--- src/verilog/ntt_addr_pkg.sv ---
package ntt_addr_pkg;

    // --------------------
    // widths that carry a meaning
    // --------------------

    // stage index 0..6
    typedef logic [2:0] stage_t;
    // butterfly step within a stage, 0..127
    typedef logic [6:0] loop_t;
    // address inside one 128-entry half
    typedef logic [6:0] half_addr_t;
    // bank bit on top of the half address
    typedef logic [7:0] bank_addr_t;
    // twiddle rom address
    typedef logic [8:0] tw_addr_t;

    // forward is cooley-tukey, inverse is gentleman-sande
    typedef enum logic {
        XFORM_FWD = 1'b0,
        XFORM_INV = 1'b1
    } xform_kind_t;

    // control fsm
    typedef enum logic [1:0] {
        ST_IDLE = 2'd0,
        ST_FWD  = 2'd1,
        ST_INV  = 2'd2
    } ctrl_state_t;

    // --------------------
    // loop limits and twiddle start points
    // --------------------
    localparam stage_t   LAST_STAGE   = 3'd6;
    localparam loop_t    LAST_LOOP    = 7'd127;
    localparam tw_addr_t TW_START_FWD = 9'd0;
    localparam tw_addr_t TW_START_INV = 9'd127;

    // pipeline latencies, matched to the butterfly unit
    localparam int WR_EVEN_DELAY = 7;
    localparam int WR_ODD_DELAY  = 8;
    localparam int STAGE_DELAY   = 8;
    localparam int TW_DELAY      = 1;
    localparam int CT_DELAY      = 1;

endpackage

--- src/verilog/ntt_loop_if.sv ---
interface ntt_loop_if import ntt_addr_pkg::*; ();

    // one cycle, the cycle before step 0
    logic        start;
    // valid with start, held for the run
    xform_kind_t kind;
    // high while fsm runs a transform
    logic        active;
    // current step position
    stage_t      stage;
    loop_t       loop;

    // loop counter side
    modport counter (output start, kind, active, stage, loop);

    // address generator side
    modport user (input start, kind, active, stage, loop);

endinterface

--- src/verilog/delay_line.sv ---
module delay_line #(
    parameter int DEPTH = 1,
    parameter int WIDTH = 1
) (
    input  logic             clk,
    input  logic             reset,
    input  logic [WIDTH-1:0] din,
    output logic [WIDTH-1:0] dout
);

    // tap 0 is the newest sample
    logic [WIDTH-1:0] taps [DEPTH];

    always_ff @(posedge clk or posedge reset) begin
        if (reset) begin
            for (int i = 0; i < DEPTH; i++) begin
                taps[i] <= '0;
            end
        end else begin
            taps[0] <= din;
            for (int i = 1; i < DEPTH; i++) begin
                taps[i] <= taps[i-1];
            end
        end
    end

    assign dout = taps[DEPTH-1];

endmodule

--- src/verilog/ntt_loop_counter.sv ---
module ntt_loop_counter import ntt_addr_pkg::*; (
    input  logic        clk,
    input  logic        reset,
    input  logic        start_fntt,
    input  logic        start_intt,
    output logic        ct,
    ntt_loop_if.counter loop_bus
);

    ctrl_state_t state;
    ctrl_state_t next_state;
    logic        start_q;
    xform_kind_t kind_q;
    stage_t      stage_q;
    loop_t       loop_q;
    logic        take_start;
    logic        last_step;
    logic        fwd_flag;
    logic        fwd_flag_d;

    // strobes only count while idle and nothing is pending
    assign take_start = (state == ST_IDLE) && !start_q && (start_fntt || start_intt);
    assign last_step  = (stage_q == LAST_STAGE) && (loop_q == LAST_LOOP);

    // --------------------
    // fsm
    // --------------------
    always_comb begin
        next_state = state;
        case (state)
            ST_IDLE: begin
                // leave idle one cycle after the accepted strobe
                if (start_q) begin
                    if (kind_q == XFORM_FWD) begin
                        next_state = ST_FWD;
                    end else begin
                        next_state = ST_INV;
                    end
                end
            end
            ST_FWD, ST_INV: begin
                if (last_step) begin
                    next_state = ST_IDLE;
                end
            end
            default: begin
                next_state = ST_IDLE;
            end
        endcase
    end

    always_ff @(posedge clk or posedge reset) begin
        if (reset) begin
            state   <= ST_IDLE;
            start_q <= 1'b0;
            kind_q  <= XFORM_FWD;
        end else begin
            state   <= next_state;
            start_q <= take_start;
            // forward wins when both strobes arrive together
            if (take_start) begin
                if (start_fntt) begin
                    kind_q <= XFORM_FWD;
                end else begin
                    kind_q <= XFORM_INV;
                end
            end
        end
    end

    // --------------------
    // stage and loop counters
    // --------------------
    always_ff @(posedge clk or posedge reset) begin
        if (reset) begin
            stage_q <= '0;
            loop_q  <= '0;
        end else if (state != ST_IDLE) begin
            if (loop_q == LAST_LOOP) begin
                loop_q  <= '0;
                // wrap to 0 after the last stage so idle starts clean
                stage_q <= (stage_q == LAST_STAGE) ? 3'd0 : stage_q + 3'd1;
            end else begin
                loop_q <= loop_q + 7'd1;
            end
        end else begin
            stage_q <= '0;
            loop_q  <= '0;
        end
    end

    // --------------------
    // transform kind flag
    // --------------------
    always_ff @(posedge clk or posedge reset) begin
        if (reset) begin
            fwd_flag <= 1'b0;
        end else if (state == ST_FWD) begin
            fwd_flag <= 1'b1;
        end else if (state == ST_INV) begin
            fwd_flag <= 1'b0;
        end
    end

    delay_line #(
        .DEPTH (CT_DELAY),
        .WIDTH (1)
    ) u_ct_delay (
        .clk   (clk),
        .reset (reset),
        .din   (fwd_flag),
        .dout  (fwd_flag_d)
    );

    always_ff @(posedge clk or posedge reset) begin
        if (reset) begin
            ct <= 1'b0;
        end else begin
            ct <= fwd_flag_d;
        end
    end

    // step position out to the generators
    assign loop_bus.start  = start_q;
    assign loop_bus.kind   = kind_q;
    assign loop_bus.active = (state != ST_IDLE);
    assign loop_bus.stage  = stage_q;
    assign loop_bus.loop   = loop_q;

endmodule

--- src/verilog/ntt_twiddle_addr.sv ---
module ntt_twiddle_addr import ntt_addr_pkg::*; (
    input  logic     clk,
    input  logic     reset,
    ntt_loop_if.user loop_bus,
    output tw_addr_t raddr_tw
);

    tw_addr_t tw_cnt;
    tw_addr_t tw_next;

    // true when the low nbits of idx are all ones
    function automatic logic low_ones(loop_t idx, logic [2:0] nbits);
        loop_t mask;
        mask = loop_t'((8'd1 << nbits) - 8'd1);
        return (idx & mask) == mask;
    endfunction

    // --------------------
    // stepping rules
    // --------------------
    always_comb begin
        tw_next = tw_cnt;
        if (loop_bus.loop == LAST_LOOP) begin
            // end of stage, always move on
            tw_next = tw_cnt + 9'd1;
        end else if (loop_bus.kind == XFORM_FWD) begin
            // stage 0 uses one twiddle, later stages step every 2^(7-s) steps
            if ((loop_bus.stage != 3'd0) && low_ones(loop_bus.loop, 3'd7 - loop_bus.stage)) begin
                tw_next = tw_cnt + 9'd1;
            end
        end else if (loop_bus.stage != LAST_STAGE) begin
            // inverse walks up and back, except at block ends
            if (!loop_bus.loop[0] || low_ones(loop_bus.loop, loop_bus.stage + 3'd2)) begin
                tw_next = tw_cnt + 9'd1;
            end else begin
                tw_next = tw_cnt - 9'd1;
            end
        end
    end

    always_ff @(posedge clk or posedge reset) begin
        if (reset) begin
            tw_cnt <= '0;
        end else if (loop_bus.start) begin
            tw_cnt <= (loop_bus.kind == XFORM_FWD) ? TW_START_FWD : TW_START_INV;
        end else if (loop_bus.active) begin
            tw_cnt <= tw_next;
        end else begin
            tw_cnt <= '0;
        end
    end

    // rom address, no output register
    delay_line #(
        .DEPTH (TW_DELAY),
        .WIDTH ($bits(tw_addr_t))
    ) u_tw_delay (
        .clk   (clk),
        .reset (reset),
        .din   (tw_cnt),
        .dout  (raddr_tw)
    );

endmodule

--- src/verilog/ntt_read_addr.sv ---
module ntt_read_addr import ntt_addr_pkg::*; (
    input  logic       clk,
    input  logic       reset,
    ntt_loop_if.user   loop_bus,
    output bank_addr_t raddr
);

    half_addr_t half_next;
    half_addr_t half_q;
    logic       bank_q;
    logic [2:0] pos;

    // move idx[0] to bit pos, slide bits 1..pos down one
    function automatic half_addr_t insert_bit(loop_t idx, logic [2:0] ins);
        half_addr_t low_mask;
        half_addr_t upper;
        low_mask = half_addr_t'((8'd1 << ins) - 8'd1);
        upper    = (idx >> (ins + 3'd1)) << (ins + 3'd1);
        return ((idx >> 1) & low_mask) | (half_addr_t'(idx[0]) << ins) | upper;
    endfunction

    // --------------------
    // butterfly permutation
    // --------------------
    always_comb begin
        if (loop_bus.kind == XFORM_FWD) begin
            pos = 3'd6 - loop_bus.stage;
        end else begin
            pos = loop_bus.stage + 3'd1;
        end
        // last stage reads straight through
        if (loop_bus.stage == LAST_STAGE) begin
            half_next = loop_bus.loop;
        end else begin
            half_next = insert_bit(loop_bus.loop, pos);
        end
    end

    // address register with its bank bit
    always_ff @(posedge clk or posedge reset) begin
        if (reset) begin
            half_q <= '0;
            bank_q <= 1'b0;
        end else if (loop_bus.start) begin
            half_q <= '0;
            // inverse reads the other half first
            bank_q <= (loop_bus.kind == XFORM_INV);
        end else if (loop_bus.active) begin
            half_q <= half_next;
            // address 127 is the last read of a stage
            if (half_q == '1) begin
                bank_q <= ~bank_q;
            end
        end else begin
            half_q <= '0;
            bank_q <= 1'b0;
        end
    end

    // output register
    always_ff @(posedge clk or posedge reset) begin
        if (reset) begin
            raddr <= '0;
        end else begin
            raddr <= {bank_q, half_q};
        end
    end

endmodule

--- src/verilog/ntt_write_addr.sv ---
module ntt_write_addr import ntt_addr_pkg::*; (
    input  logic       clk,
    input  logic       reset,
    ntt_loop_if.user   loop_bus,
    output bank_addr_t waddr0,
    output bank_addr_t waddr1,
    output logic       wen0,
    output logic       wen1,
    output logic       brsel0,
    output logic       brsel1,
    output stage_t     stage_count
);

    logic [2:0] blk_w;
    half_addr_t even_half;
    half_addr_t odd_half;
    logic       wr_bank;
    bank_addr_t even_q;
    bank_addr_t odd_q;
    logic       wen_q;
    logic       brsel_q;
    stage_t     stage_q;
    logic [$bits(bank_addr_t)+1:0] even_d;
    logic [$bits(bank_addr_t)+1:0] odd_d;
    stage_t     stage_d;

    // --------------------
    // even and odd addresses
    // --------------------
    always_comb begin
        if (loop_bus.kind == XFORM_FWD) begin
            blk_w = 3'd6 - loop_bus.stage;
        end else begin
            blk_w = loop_bus.stage + 3'd1;
        end
        if (loop_bus.stage == LAST_STAGE) begin
            even_half = loop_bus.loop;
            odd_half  = loop_bus.loop;
        end else begin
            // block base plus offset inside the block
            even_half = (loop_bus.loop >> 1) + ((loop_bus.loop >> (blk_w + 3'd1)) << blk_w);
            // odd partner sits 2^w above
            odd_half  = even_half + (half_addr_t'(1) << blk_w);
        end
        // opposite half from the read side of this stage
        wr_bank = ~(loop_bus.stage[0] ^ (loop_bus.kind == XFORM_INV));
    end

    // address register
    always_ff @(posedge clk or posedge reset) begin
        if (reset) begin
            even_q  <= '0;
            odd_q   <= '0;
            wen_q   <= 1'b0;
            brsel_q <= 1'b0;
            stage_q <= '0;
        end else if (loop_bus.active) begin
            even_q  <= {wr_bank, even_half};
            odd_q   <= {wr_bank, odd_half};
            wen_q   <= 1'b1;
            brsel_q <= loop_bus.loop[0];
            stage_q <= loop_bus.stage;
        end else begin
            even_q  <= '0;
            odd_q   <= '0;
            wen_q   <= 1'b0;
            brsel_q <= 1'b0;
            stage_q <= '0;
        end
    end

    // --------------------
    // butterfly latency
    // --------------------
    delay_line #(
        .DEPTH (WR_EVEN_DELAY),
        .WIDTH ($bits(bank_addr_t) + 2)
    ) u_even_delay (
        .clk   (clk),
        .reset (reset),
        .din   ({even_q, wen_q, brsel_q}),
        .dout  (even_d)
    );

    // odd lane one cycle behind even
    delay_line #(
        .DEPTH (WR_ODD_DELAY),
        .WIDTH ($bits(bank_addr_t) + 2)
    ) u_odd_delay (
        .clk   (clk),
        .reset (reset),
        .din   ({odd_q, wen_q, brsel_q}),
        .dout  (odd_d)
    );

    // stage number travels with the odd lane
    delay_line #(
        .DEPTH (STAGE_DELAY),
        .WIDTH ($bits(stage_t))
    ) u_stage_delay (
        .clk   (clk),
        .reset (reset),
        .din   (stage_q),
        .dout  (stage_d)
    );

    // output register
    always_ff @(posedge clk or posedge reset) begin
        if (reset) begin
            waddr0      <= '0;
            waddr1      <= '0;
            wen0        <= 1'b0;
            wen1        <= 1'b0;
            brsel0      <= 1'b0;
            brsel1      <= 1'b0;
            stage_count <= '0;
        end else begin
            waddr0      <= even_d[$bits(bank_addr_t)+1:2];
            wen0        <= even_d[1];
            brsel0      <= even_d[0];
            waddr1      <= odd_d[$bits(bank_addr_t)+1:2];
            wen1        <= odd_d[1];
            brsel1      <= odd_d[0];
            stage_count <= stage_d;
        end
    end

endmodule

--- src/verilog/ntt_addr_gen.sv ---
module ntt_addr_gen import ntt_addr_pkg::*; (
    input  logic       clk,
    input  logic       reset,
    input  logic       start_fntt,
    input  logic       start_intt,
    output logic       ct,
    output bank_addr_t raddr,
    output tw_addr_t   raddr_tw,
    output bank_addr_t waddr0,
    output bank_addr_t waddr1,
    output logic       wen0,
    output logic       wen1,
    output logic       brsel0,
    output logic       brsel1,
    output stage_t     stage_count
);

    // step position shared by all generators
    ntt_loop_if loop_bus ();

    // --------------------
    // control
    // --------------------
    ntt_loop_counter u_loop_counter (
        .clk        (clk),
        .reset      (reset),
        .start_fntt (start_fntt),
        .start_intt (start_intt),
        .ct         (ct),
        .loop_bus   (loop_bus.counter)
    );

    // --------------------
    // address generators
    // --------------------
    ntt_twiddle_addr u_twiddle_addr (
        .clk      (clk),
        .reset    (reset),
        .loop_bus (loop_bus.user),
        .raddr_tw (raddr_tw)
    );

    ntt_read_addr u_read_addr (
        .clk      (clk),
        .reset    (reset),
        .loop_bus (loop_bus.user),
        .raddr    (raddr)
    );

    ntt_write_addr u_write_addr (
        .clk         (clk),
        .reset       (reset),
        .loop_bus    (loop_bus.user),
        .waddr0      (waddr0),
        .waddr1      (waddr1),
        .wen0        (wen0),
        .wen1        (wen1),
        .brsel0      (brsel0),
        .brsel1      (brsel1),
        .stage_count (stage_count)
    );

endmodule

--- config.mk ---
export PLATFORM = sky130hd
export DESIGN_NAME = ntt_addr_gen
export DESIGN_NICKNAME = d
export VERILOG_FILES = /design/src/verilog/ntt_addr_pkg.sv /design/src/verilog/ntt_loop_if.sv /design/src/verilog/delay_line.sv /design/src/verilog/ntt_loop_counter.sv /design/src/verilog/ntt_twiddle_addr.sv /design/src/verilog/ntt_read_addr.sv /design/src/verilog/ntt_write_addr.sv /design/src/verilog/ntt_addr_gen.sv
export SDC_FILE = /design/constraint.sdc
export NUM_CORES = 1
export LEC_CHECK = 0
export BUFFER_PORTS_ARGS = -buffer_cell sky130_fd_sc_hd__buf_2
export CORE_ASPECT_RATIO = 1.5
export CORE_MARGIN = 1
export CORE_UTILIZATION = 33
export CTS_CLUSTER_SIZE = 40
export DETAILED_ROUTE_END_ITERATION = 10
export PLACE_DENSITY = 0.59
export SYNTH_ARGS = -nofsm -noshare
export SYNTH_HDL_FRONTEND = slang
export SYNTH_SLANG_ARGS = --single-unit
--- constraint.sdc ---
create_clock -name clk -period 9.48 [get_ports clk]
set_clock_uncertainty 0.1 [all_clocks]
set_input_delay 1.896 -clock clk [delete_from_list [all_inputs] [get_ports clk]]
set_output_delay 1.896 -clock clk [all_outputs]
set_load 0.01 [all_outputs]
==> results.cfg, run 1 <==
[setup_path]
crit_path_start = u_loop_counter.loop_bus.stage[0]$_DFFE_PP0N_
cp-end-kind = flop
critPathLaunchType = flop
r2r_start = u_loop_counter.loop_bus.stage[0]$_DFFE_PP0N_
cp_max_fo = 36
required_ps = 9760
critPathKind = flop to flop
arrival_ps = 6870

[cells_and_area]
layoutNonFillerInstCount = 1146
nets = 817
syn2layout_area_growth_pct = 13.5
n_antenna_cell = 0
finalInstanceArea_um2 = 10600
drive_gt1_share_pct = 13.0
nFillCells = 2604

[logic_synthesis]
yosysWarnings = 0
synth-edff-count = 0
synth_seq_cells = 244
synth_area_leaders = dfrtp_1, ha_1, a21oi_1
synth_area_per_cell_um2 = 12.4
synth_cell_type_count = 71
netlist_area_um2 = 9330
async_reset_ff_share_pct = 100
synth_top_area_share_pct = 65.4
synth_ff_type = dfrtp_1
yosysMostFrequentCell = dfrtp_1
synth.largest_area_cell = dfrtp_1
synth_fp_nets = 785
syn_inst = 753
ys_top_cells_by_count = dfrtp_1, nand2_1, nor2_1, a21oi_1, ha_1
synth_seq_area_share_pct = 65.4

[cts]
postCtsSetupBuffers = 0
cts_buffer_depth = 3
cts_tree = built
cts_htree_levels = 1
cts_hold_buf = 0
cts_root_buffer = clkbuf_16
cts_sinks = 244
clk_pin_slew_ps = 80
cts_buffers = 21
post_cts_resized = 0
clk_latency_ps = 500

[route]
first_iter_violations = 338
wl_per_cell_um = 15.6
wl_um = 17900
viasPerCell = 4.93
postRouteAntennaNets = 0
route.vias.total = 5650
post-route-drc-count = 0
dr.pass1.iters = 4

[grt]
grt_pass1_wl_um = 29900
antenna_found_initial = 0
track_usage_pct = 13.0
grt_pass1_vias = 5676
grt_overflow_total = 0
grt_max_degree = 121

[placed_design]
port_buffers = 44
detailed_place_hpwl_um = 11700
dp_cells = 1108
place.gp.congestion = 0.906
place_area_um2 = 9850

[floorplan]
die_area_um2 = 29000
rows = 75
start_util_pct = 33.5
die_x_um = 139
die_y_um = 208
core_region_area_um2 = 27900
io_pins = 45

[timing]
setup_viol = 0
tightest_slew_ps = 969
hold_viol = 0
period_minus_slack_ps = 6590
timing.final.crit_share_pct = 69.5
tns_ps = 0
relSlewSlack_pct = 35.2
holdWs_ps = 245
rsz0062_at_grt = no
drv_slew = 0
fmaxAchievable_mhz = 152

[flow_run]
maxCapViolations = 0

[power_and_ir_drop]
fin_total_pwr_uw = 2940
powerDensity_nw_per_um2 = 278
irDropWorstVdd_v = 0.000104
p_leak_uw = 0.00513

[min_path]
hold_start = u_write_addr.u_odd_delay.taps[12]$_DFF_PP0_
hold_class = flop to flop

[run_status]
status = finished, final reports clean
[flip-flops by register name (all words and copies together), names as in the netlist, 9 cells and up]
signal                           cells
u_write_addr.u_even_delay.taps      60
u_write_addr.u_odd_delay.taps       49
u_write_addr.u_stage_delay.taps     21
u_write_addr.u_even_delay.dout      10
u_twiddle_addr.tw_cnt                9
u_twiddle_addr.u_tw_delay.dout       9
u_write_addr.u_odd_delay.dout        9
[final cells by class]
type / count / area, um2 / share of cell area [%]
sequential: 244 / 6110 / 57.7
multi-input combinational: 442 / 2940 / 27.8
clock buffer: 31 / 613 / 5.79
tap: 346 / 433 / 4.09
timing repair buffer: 50 / 265 / 2.50
clock inverter: 7 / 125 / 1.18
inverter: 26 / 105 / 0.992
[metal layers]
layer / wire (um) / share of wire (%) / vias up / global-route usage, %
met5: 0 / 0 / - / 0
met4: 888 / 5.0 / 0 / 7.66
met3: 667 / 3.7 / 54 / 1.80
met2: 8870 / 50 / 143 / 21.9
met1: 7430 / 42 / 2776 / 15.9
li1: - / - / 2677 / -
[where the power goes]
group          switching (uW)  internal [uW]  total [uW]
sequential                108           1290        1400
clock                     361            534         895
combinational             420            228         647
total                     889           2060        2940
[metrics by stage]
step / utilization (%) / worst slack (ps)
after CTS: 38.0 / 2960
after detailed placement: 35.3 / 2970
final: 38.0 / 2890
after global routing: 38.0 / 2390
after global placement: 35.3 / 3120
after floorplan: - / 782
[layout by cell type (no fill, tap or decap), drive strengths merged, types with 3 or more instances in the layout]
cell type	count
dfrtp	244
nand2	56
nor2	52
buf	50
a21oi	45
clkbuf	31
o21ai	31
ha	26
inv	26
nand3	24
nor3	20
xnor2	19
nand2b	12
nor2b	10
a211oi	10
a31oi	10
o22ai	8
mux2i	7
or3	7
o211ai	7
xor2	7
mux2	7
o21a	6
or2	6
mux4	6
a21o	5
o31ai	5
and2	5
o2111ai	4
o32ai	4
or3b	4
clkinv	4
nor4	3
and3	3
nand4	3
bufinv	3
[kinds of logic (layout without fill, tap and decap cells)]
group	count (synthesis)	after routing	share of synthesized area [%]
fa+ha+maj	28	28	3.91
simple gates	213	213	11.1
mux	20	20	3.12
compound gates	155	155	10.8
flops	244	244	65.4
xor+xnor	26	26	2.60
buf+inv	67	114	3.04
[critical path, stage by stage (launching register included)]
cell and delay (ps):
dfrtp_1 860, inv_1 260, ha_1 360, buf_4 320, nor2b_1 250, or2_1 260
nor2_1 140, ha_1 670, o221ai_1 260, o22ai_1 470, nand2_1 100, o21a_1 160
nor2_1 190, ha_1 270, a21o_1 180, a21oi_1 220, o21bai_1 90, a21oi_1 180
xnor2_1 170, ha_1 280, o21ai_0 80, a21oi_1 60, nor2_1 120, xor2_1 180
xnor2_1 140, a21oi_1 80
[final timing paths]
path                            slack (ps)                                          end  cells after the start
worst max-delay path                  2890              u_write_addr.odd_q[6]$_DFF_PP0_                     25
worst min register to register         240   u_write_addr.u_odd_delay.dout[2]$_DFF_PP0_                      0
worst max register to register        2890              u_write_addr.odd_q[6]$_DFF_PP0_                     25
worst min-delay path                   240   u_write_addr.u_odd_delay.dout[2]$_DFF_PP0_                      0
min in group asynchronous             1430             u_write_addr.waddr1[7]$_DFF_PP0_                      2
max in group asynchronous             6380  u_write_addr.u_odd_delay.taps[38]$_DFF_PP0_                      3
No activity file was read; power rests on OpenSTA's default activity.
==> inputs of run 2 (changes only) <==
ABC_AREA = 1   (was not set)
clock period = 6.2 ns   (was 9.48 ns; I/O delays follow)
==> results.cfg, run 2 <==
[grt]
grt_overflow_total = 0
antenna_found_initial = 0
grt_max_degree = 134
grt_pass1_vias = 5549
grt_pass1_wl_um = 28600
track_usage_pct = 13.3

[cts]
cts_buffers = 22
cts_htree_levels = 1
cts_buffer_depth = 3
cts_tree = built
postCtsSetupBuffers = 0
cts_root_buffer = clkbuf_16
cts_hold_buf = 0
post_cts_resized = 0
cts_sinks = 244
clk_pin_slew_ps = 70
clk_latency_ps = 500

[setup_path]
crit_path_start = u_loop_counter.loop_bus.stage[2]$_DFFE_PP0N_
arrival_ps = 5460
critPathLaunchType = flop
r2r_start = u_loop_counter.loop_bus.stage[2]$_DFFE_PP0N_
critPathKind = flop to flop
required_ps = 6490
cpPeakStageDelay_ps = 580
cp_max_fo = 10
crit_slowest_cell = ha_1
rr_worst_depth = 27
cp-end-kind = flop

[floorplan]
die_y_um = 204
die_x_um = 136
die_area_um2 = 27800
core_region_area_um2 = 26600
start_util_pct = 33.6
rows = 73
io_pins = 45

[cells_and_area]
layout.cells.most_common = dfrtp_1
top_regs = u_write_addr.u_even_delay.taps: 60 flops, u_write_addr.u_odd_delay.taps: 49 flops, u_write_addr.u_stage_delay.taps: 21 flops
final_cell_mix = dfrtp_1, nand2_1, nor2_1, inv_1, nand3_1
syn2layout_area_growth_pct = 14.7
top_register = u_write_addr.u_even_delay.taps
drive_gt1_share_pct = 16.2
n_antenna_cell = 0
nets = 836
layoutNonFillerInstCount = 1157
largest_register_ffs = 60

[logic_synthesis]
synth_area_leaders = dfrtp_1, nand2_1, ha_1
synth_seq_area_share_pct = 68.3
synth-edff-count = 0
syn_inst = 753
synth_seq_cells = 244
synth_area_per_cell_um2 = 11.9
yosysWarnings = 0
synth_cell_type_count = 47
synth.largest_area_cell = dfrtp_1
synth_top_area_share_pct = 68.3
netlist_area_um2 = 8940
async_reset_ff_share_pct = 100
synth_fp_nets = 785
yosysMostFrequentCell = dfrtp_1
synth_ff_type = dfrtp_1
ys_top_cells_by_count = dfrtp_1, nand2_1, nor2_1, inv_1, nand3_1

[route]
viasPerCell = 4.67
dr.max_layer_used = met4
dr.pass1.iters = 5
wl_per_cell_um = 15.1
postRouteAntennaNets = 0
met2_length_um = 9000
route.vias.total = 5407
post-route-drc-count = 0
dr_wl_met3_um = 682
first_iter_violations = 288
wl_um = 17400
wl_met1_um = 6670

[power_and_ir_drop]
irDropWorstVdd_v = 0.000322
p_int_uw = 3300
powerDensity_nw_per_um2 = 488
p_leak_uw = 0.00530
p_clk_share_pct = 27.6
p_sw_uw = 1700
p_sw_share_pct = 34.0
comb_power_share_pct = 28.4
pwr-share-seq_pct = 44.0

[timing]
fmaxAchievable_mhz = 194
timing.final.crit_share_pct = 83.3
hold_viol = 0
tns_ps = 0
relSlewSlack_pct = 41.7
period_minus_slack_ps = 5170
drv_slew = 0
setup_viol = 0
rsz0062_at_grt = no
tightest_slew_ps = 873

[run_status]
status = finished, final reports clean

[placed_design]
port_buffers = 44
place.gp.congestion = 0.897
dp_cells = 1117
detailed_place_hpwl_um = 12200

[min_path]
holdPathStages = 0
hold_class = flop to flop
hold_start = u_write_addr.u_even_delay.taps[20]$_DFF_PP0_

[flow_run]
maxCapViolations = 0
[run 2: cell types whose count changed after synthesis, sizes merged, moves of 7 or more]
cell    change
a21oi      -13
buf        -11
clkbuf     -10
inv        +43
mux2i       -7
nand2      +59
nand2b     -12
nand3      +36
nor2       +26
nor2b      -10
nor3       -13
xnor2      -13
xor2       +13
[run 2: worst max-delay path: cells and delay by family, from the launching register on]
family | cells | cell delay [ps]
fa+ha+maj | 5 | 1890
xor+xnor | 2 | 390
compound gates | 3 | 520
flops | 1 | 570
buf+inv | 5 | 600
simple gates | 12 | 990
[run 2: kinds of logic after synthesis]
logic type      synth area share (%)
xor+xnor                        2.63
mux                            0.126
simple gates                    14.8
flops                           68.3
compound gates                  5.96
fa+ha+maj                       4.09
buf+inv                         4.15
[run 2: stage by stage]
stage / util [%] / cell area, um2 / power [uW] / hold WS, ps / setup WS (ps)
floorplan: - / 8950 / 3250 / 231 / 1660
global placement: 35.8 / 9510 / 3650 / 231 / 1230
detailed placement: 35.8 / 9510 / 3670 / 235 / 1110
CTS: 38.6 / 10300 / 5080 / 245 / 1040
global route: 38.6 / 10300 / 5350 / 245 / 545
finish: 38.6 / 10300 / 5010 / 244 / 1030
[run 2: final timing paths]
path | slack (ps) | to
max | 1030 | u_write_addr.odd_q[6]$_DFF_PP0_
min | 240 | u_write_addr.u_even_delay.taps[10]$_DFF_PP0_
max reg2reg | 1030 | u_write_addr.odd_q[6]$_DFF_PP0_
min reg2reg | 240 | u_write_addr.u_even_delay.taps[10]$_DFF_PP0_
max in group asynchronous | 3870 | u_write_addr.u_even_delay.taps[32]$_DFF_PP0_
min in group asynchronous | 810 | u_write_addr.u_odd_delay.dout[3]$_DFF_PP0_
[run 2: layout make-up]
class,instances,area [um2]
tap,337,422
multi-input combinational,421,2470
inverter,68,259
clock inverter,11,148
timing repair buffer,47,255
sequential,244,6110
fill,2531,16300
clock buffer,29,607
[run 2: power by group through the flow]
stage               Sequential [uW]  Combinational, uW  Clock, uW
floorplan                      2200               1050          0
global route                   2260               1590       1500
finish                         2200               1420       1380
global placement               2220               1420          0
CTS                            2210               1430       1430
detailed placement             2240               1430          0
[run 2: layer usage]
metal | up-vias | global-route usage, %
met4 | 0 | 8.53
met2 | 135 | 23.5
met1 | 2679 | 14.5
li1 | 2540 | -
met5 | - | 0
met3 | 53 | 1.94
==> inputs of run 3 (changes only) <==
clock period = 5 ns   (was 6.2 ns; I/O delays follow)
==> results.cfg, run 3 (same netlist as run 2, synthesis figures left out) <==
[placed_design]
port_buffers = 44
dp_cells = 1131
place.gp.congestion = 0.911
pre_cts_slack_ps = 293
detailed_place_hpwl_um = 12600

[timing]
period_minus_slack_ps = 4560
drv_slew = 0
fmaxAchievable_mhz = 219
tns_ps = 0
tightest_slew_ps = 862
timing.final.ws_setup_ps = 441
rsz0062_at_grt = no
timing.final.crit_share_pct = 91.2
setup_viol = 0
hold_viol = 0
holdWs_ps = 241
relSlewSlack_pct = 42.4

[power_and_ir_drop]
powerDensity_nw_per_um2 = 618
p_leak_uw = 0.00541
comb_power_share_pct = 28.7
pwr-share-seq_pct = 41.9
p_sw_uw = 2160
p_sw_share_pct = 33.3
p_clk_share_pct = 29.4
irDropWorstVdd_v = 0.000285
p_int_uw = 4320

[setup_path]
arrival_ps = 4860
cp-end-kind = flop
critPathLaunchType = flop
crit_slowest_cell = dfrtp_2
cpPeakStageDelay_ps = 450
rr_worst_depth = 28
critPathKind = flop to flop
r2r_start = u_loop_counter.loop_bus.stage[0]$_DFFE_PP0N_
required_ps = 5300
r2r_slack_ps = 440
crit_family = adder cells
path_buf_inv = 6
cp_max_fo = 8
reg2reg_to = u_write_addr.odd_q[6]$_DFF_PP0_

[route]
met2_length_um = 9580
wl_met1_um = 6890
postRouteAntennaNets = 0
first_iter_violations = 380
wl_um = 18000
post-route-drc-count = 0
dr.pass1.iters = 4
dr.max_layer_used = met4
dr_wl_met3_um = 616
route.vias.total = 5478
viasPerCell = 4.67
wl_per_cell_um = 15.4

[grt]
antenna_found_initial = 0
track_usage_pct = 13.7
grt_pass1_wl_um = 29500
grt_max_degree = 120
grt_pass1_vias = 5791
grt_overflow_total = 0

[run_status]
status = finished, final reports clean

[cts]
clk_pin_slew_ps = 70
clk_latency_ps = 510
cts_hold_buf = 0
cts_htree_levels = 1
cts_buffer_depth = 3
cts_buffers = 23
cts_sinks = 244
cts_tree = built
cts_root_buffer = clkbuf_16

[floorplan]
die_x_um = 136
start_util_pct = 33.6
die_y_um = 204
core_region_area_um2 = 26600
die_area_um2 = 27800
rows = 73
io_pins = 45

[cells_and_area]
drive_gt1_share_pct = 18.4
fin_util_pct = 39.4
syn2layout_area_growth_pct = 17.0
top_register = u_write_addr.u_even_delay.taps
layoutNonFillerInstCount = 1173
n_antenna_cell = 0
largest_register_ffs = 60
top_regs = u_write_addr.u_even_delay.taps: 60 flops, u_write_addr.u_odd_delay.taps: 49 flops, u_write_addr.u_stage_delay.taps: 21 flops
layout.cells.most_common = dfrtp_1
final_cell_mix = dfrtp_1, nand2_1, nor2_1, inv_1, nand3_1
nets = 851

[flow_run]
maxCapViolations = 0

[min_path]
hold_start = u_write_addr.wen_q$_DFF_PP0_
holdPathStages = 0
hold_class = flop to flop
hold_path_end = u_write_addr.u_even_delay.taps[61]$_DFF_PP0_
run 3: power groups by stage:
stage          Sequential (uW)  Clock, uW  Combinational (uW)
3_5_place_dp              2750          0                1850
3_3_place_gp              2730          0                1850
2_1_floorplan             2730          0                1300
6_report                  2710       1910                1860
4_1_cts                   2720       1960                1860
5_1_grt                   2780       2050                2080
run 3: worst max-delay path by stage:
stage	from	to	slack, ps	cells after the start
2_1_floorplan	u_loop_counter.loop_bus.stage[1]$_DFFE_PP0N_	u_write_addr.odd_q[6]$_DFF_PP0_	670	28
3_5_place_dp	u_loop_counter.loop_bus.stage[1]$_DFFE_PP0N_	u_write_addr.odd_q[6]$_DFF_PP0_	290	29
5_1_grt	u_loop_counter.loop_bus.stage[1]$_DFFE_PP0N_	u_write_addr.odd_q[6]$_DFF_PP0_	40	29
6_report	u_loop_counter.loop_bus.stage[0]$_DFFE_PP0N_	u_write_addr.odd_q[6]$_DFF_PP0_	440	28
3_3_place_gp	u_loop_counter.loop_bus.stage[1]$_DFFE_PP0N_	u_write_addr.odd_q[6]$_DFF_PP0_	380	29
4_1_cts	u_loop_counter.loop_bus.stage[1]$_DFFE_PP0N_	u_write_addr.odd_q[6]$_DFF_PP0_	250	29
run 3: final cells by class:
class                   instances  area (um2)
flip-flops and latches        244        6110
clock buffers                  31         656
well taps                     337         422
fillers                      2529       16100
clock inverters                11         194
repair buffers                 61         360
inverters                      68         259
multi-input cells             421        2470
run 3: repair_timing:
| item | CTS | global route |
|---|---|---|
| resized for setup | 0 | 5 |
| endpoints found under the setup margin | 0 | 1 |
| buffers inserted | 0 | 0 |
run 3: per-stage QoR:
step	power, uW	instance area (um2)
finish	6470	10500
global route	6910	10500
CTS	6550	10500
detailed placement	4610	9610
global placement	4570	9610
floorplan	4030	8950
run 3: per-layer routing:
| metal | vias to the layer above | track usage (%) |
|---|---|---|
| li1 | 2588 | - |
| met1 | 2743 | 14.8 |
| met2 | 100 | 25.3 |
| met3 | 47 | 2.04 |
| met4 | 0 | 7.50 |
| met5 | - | 0 |
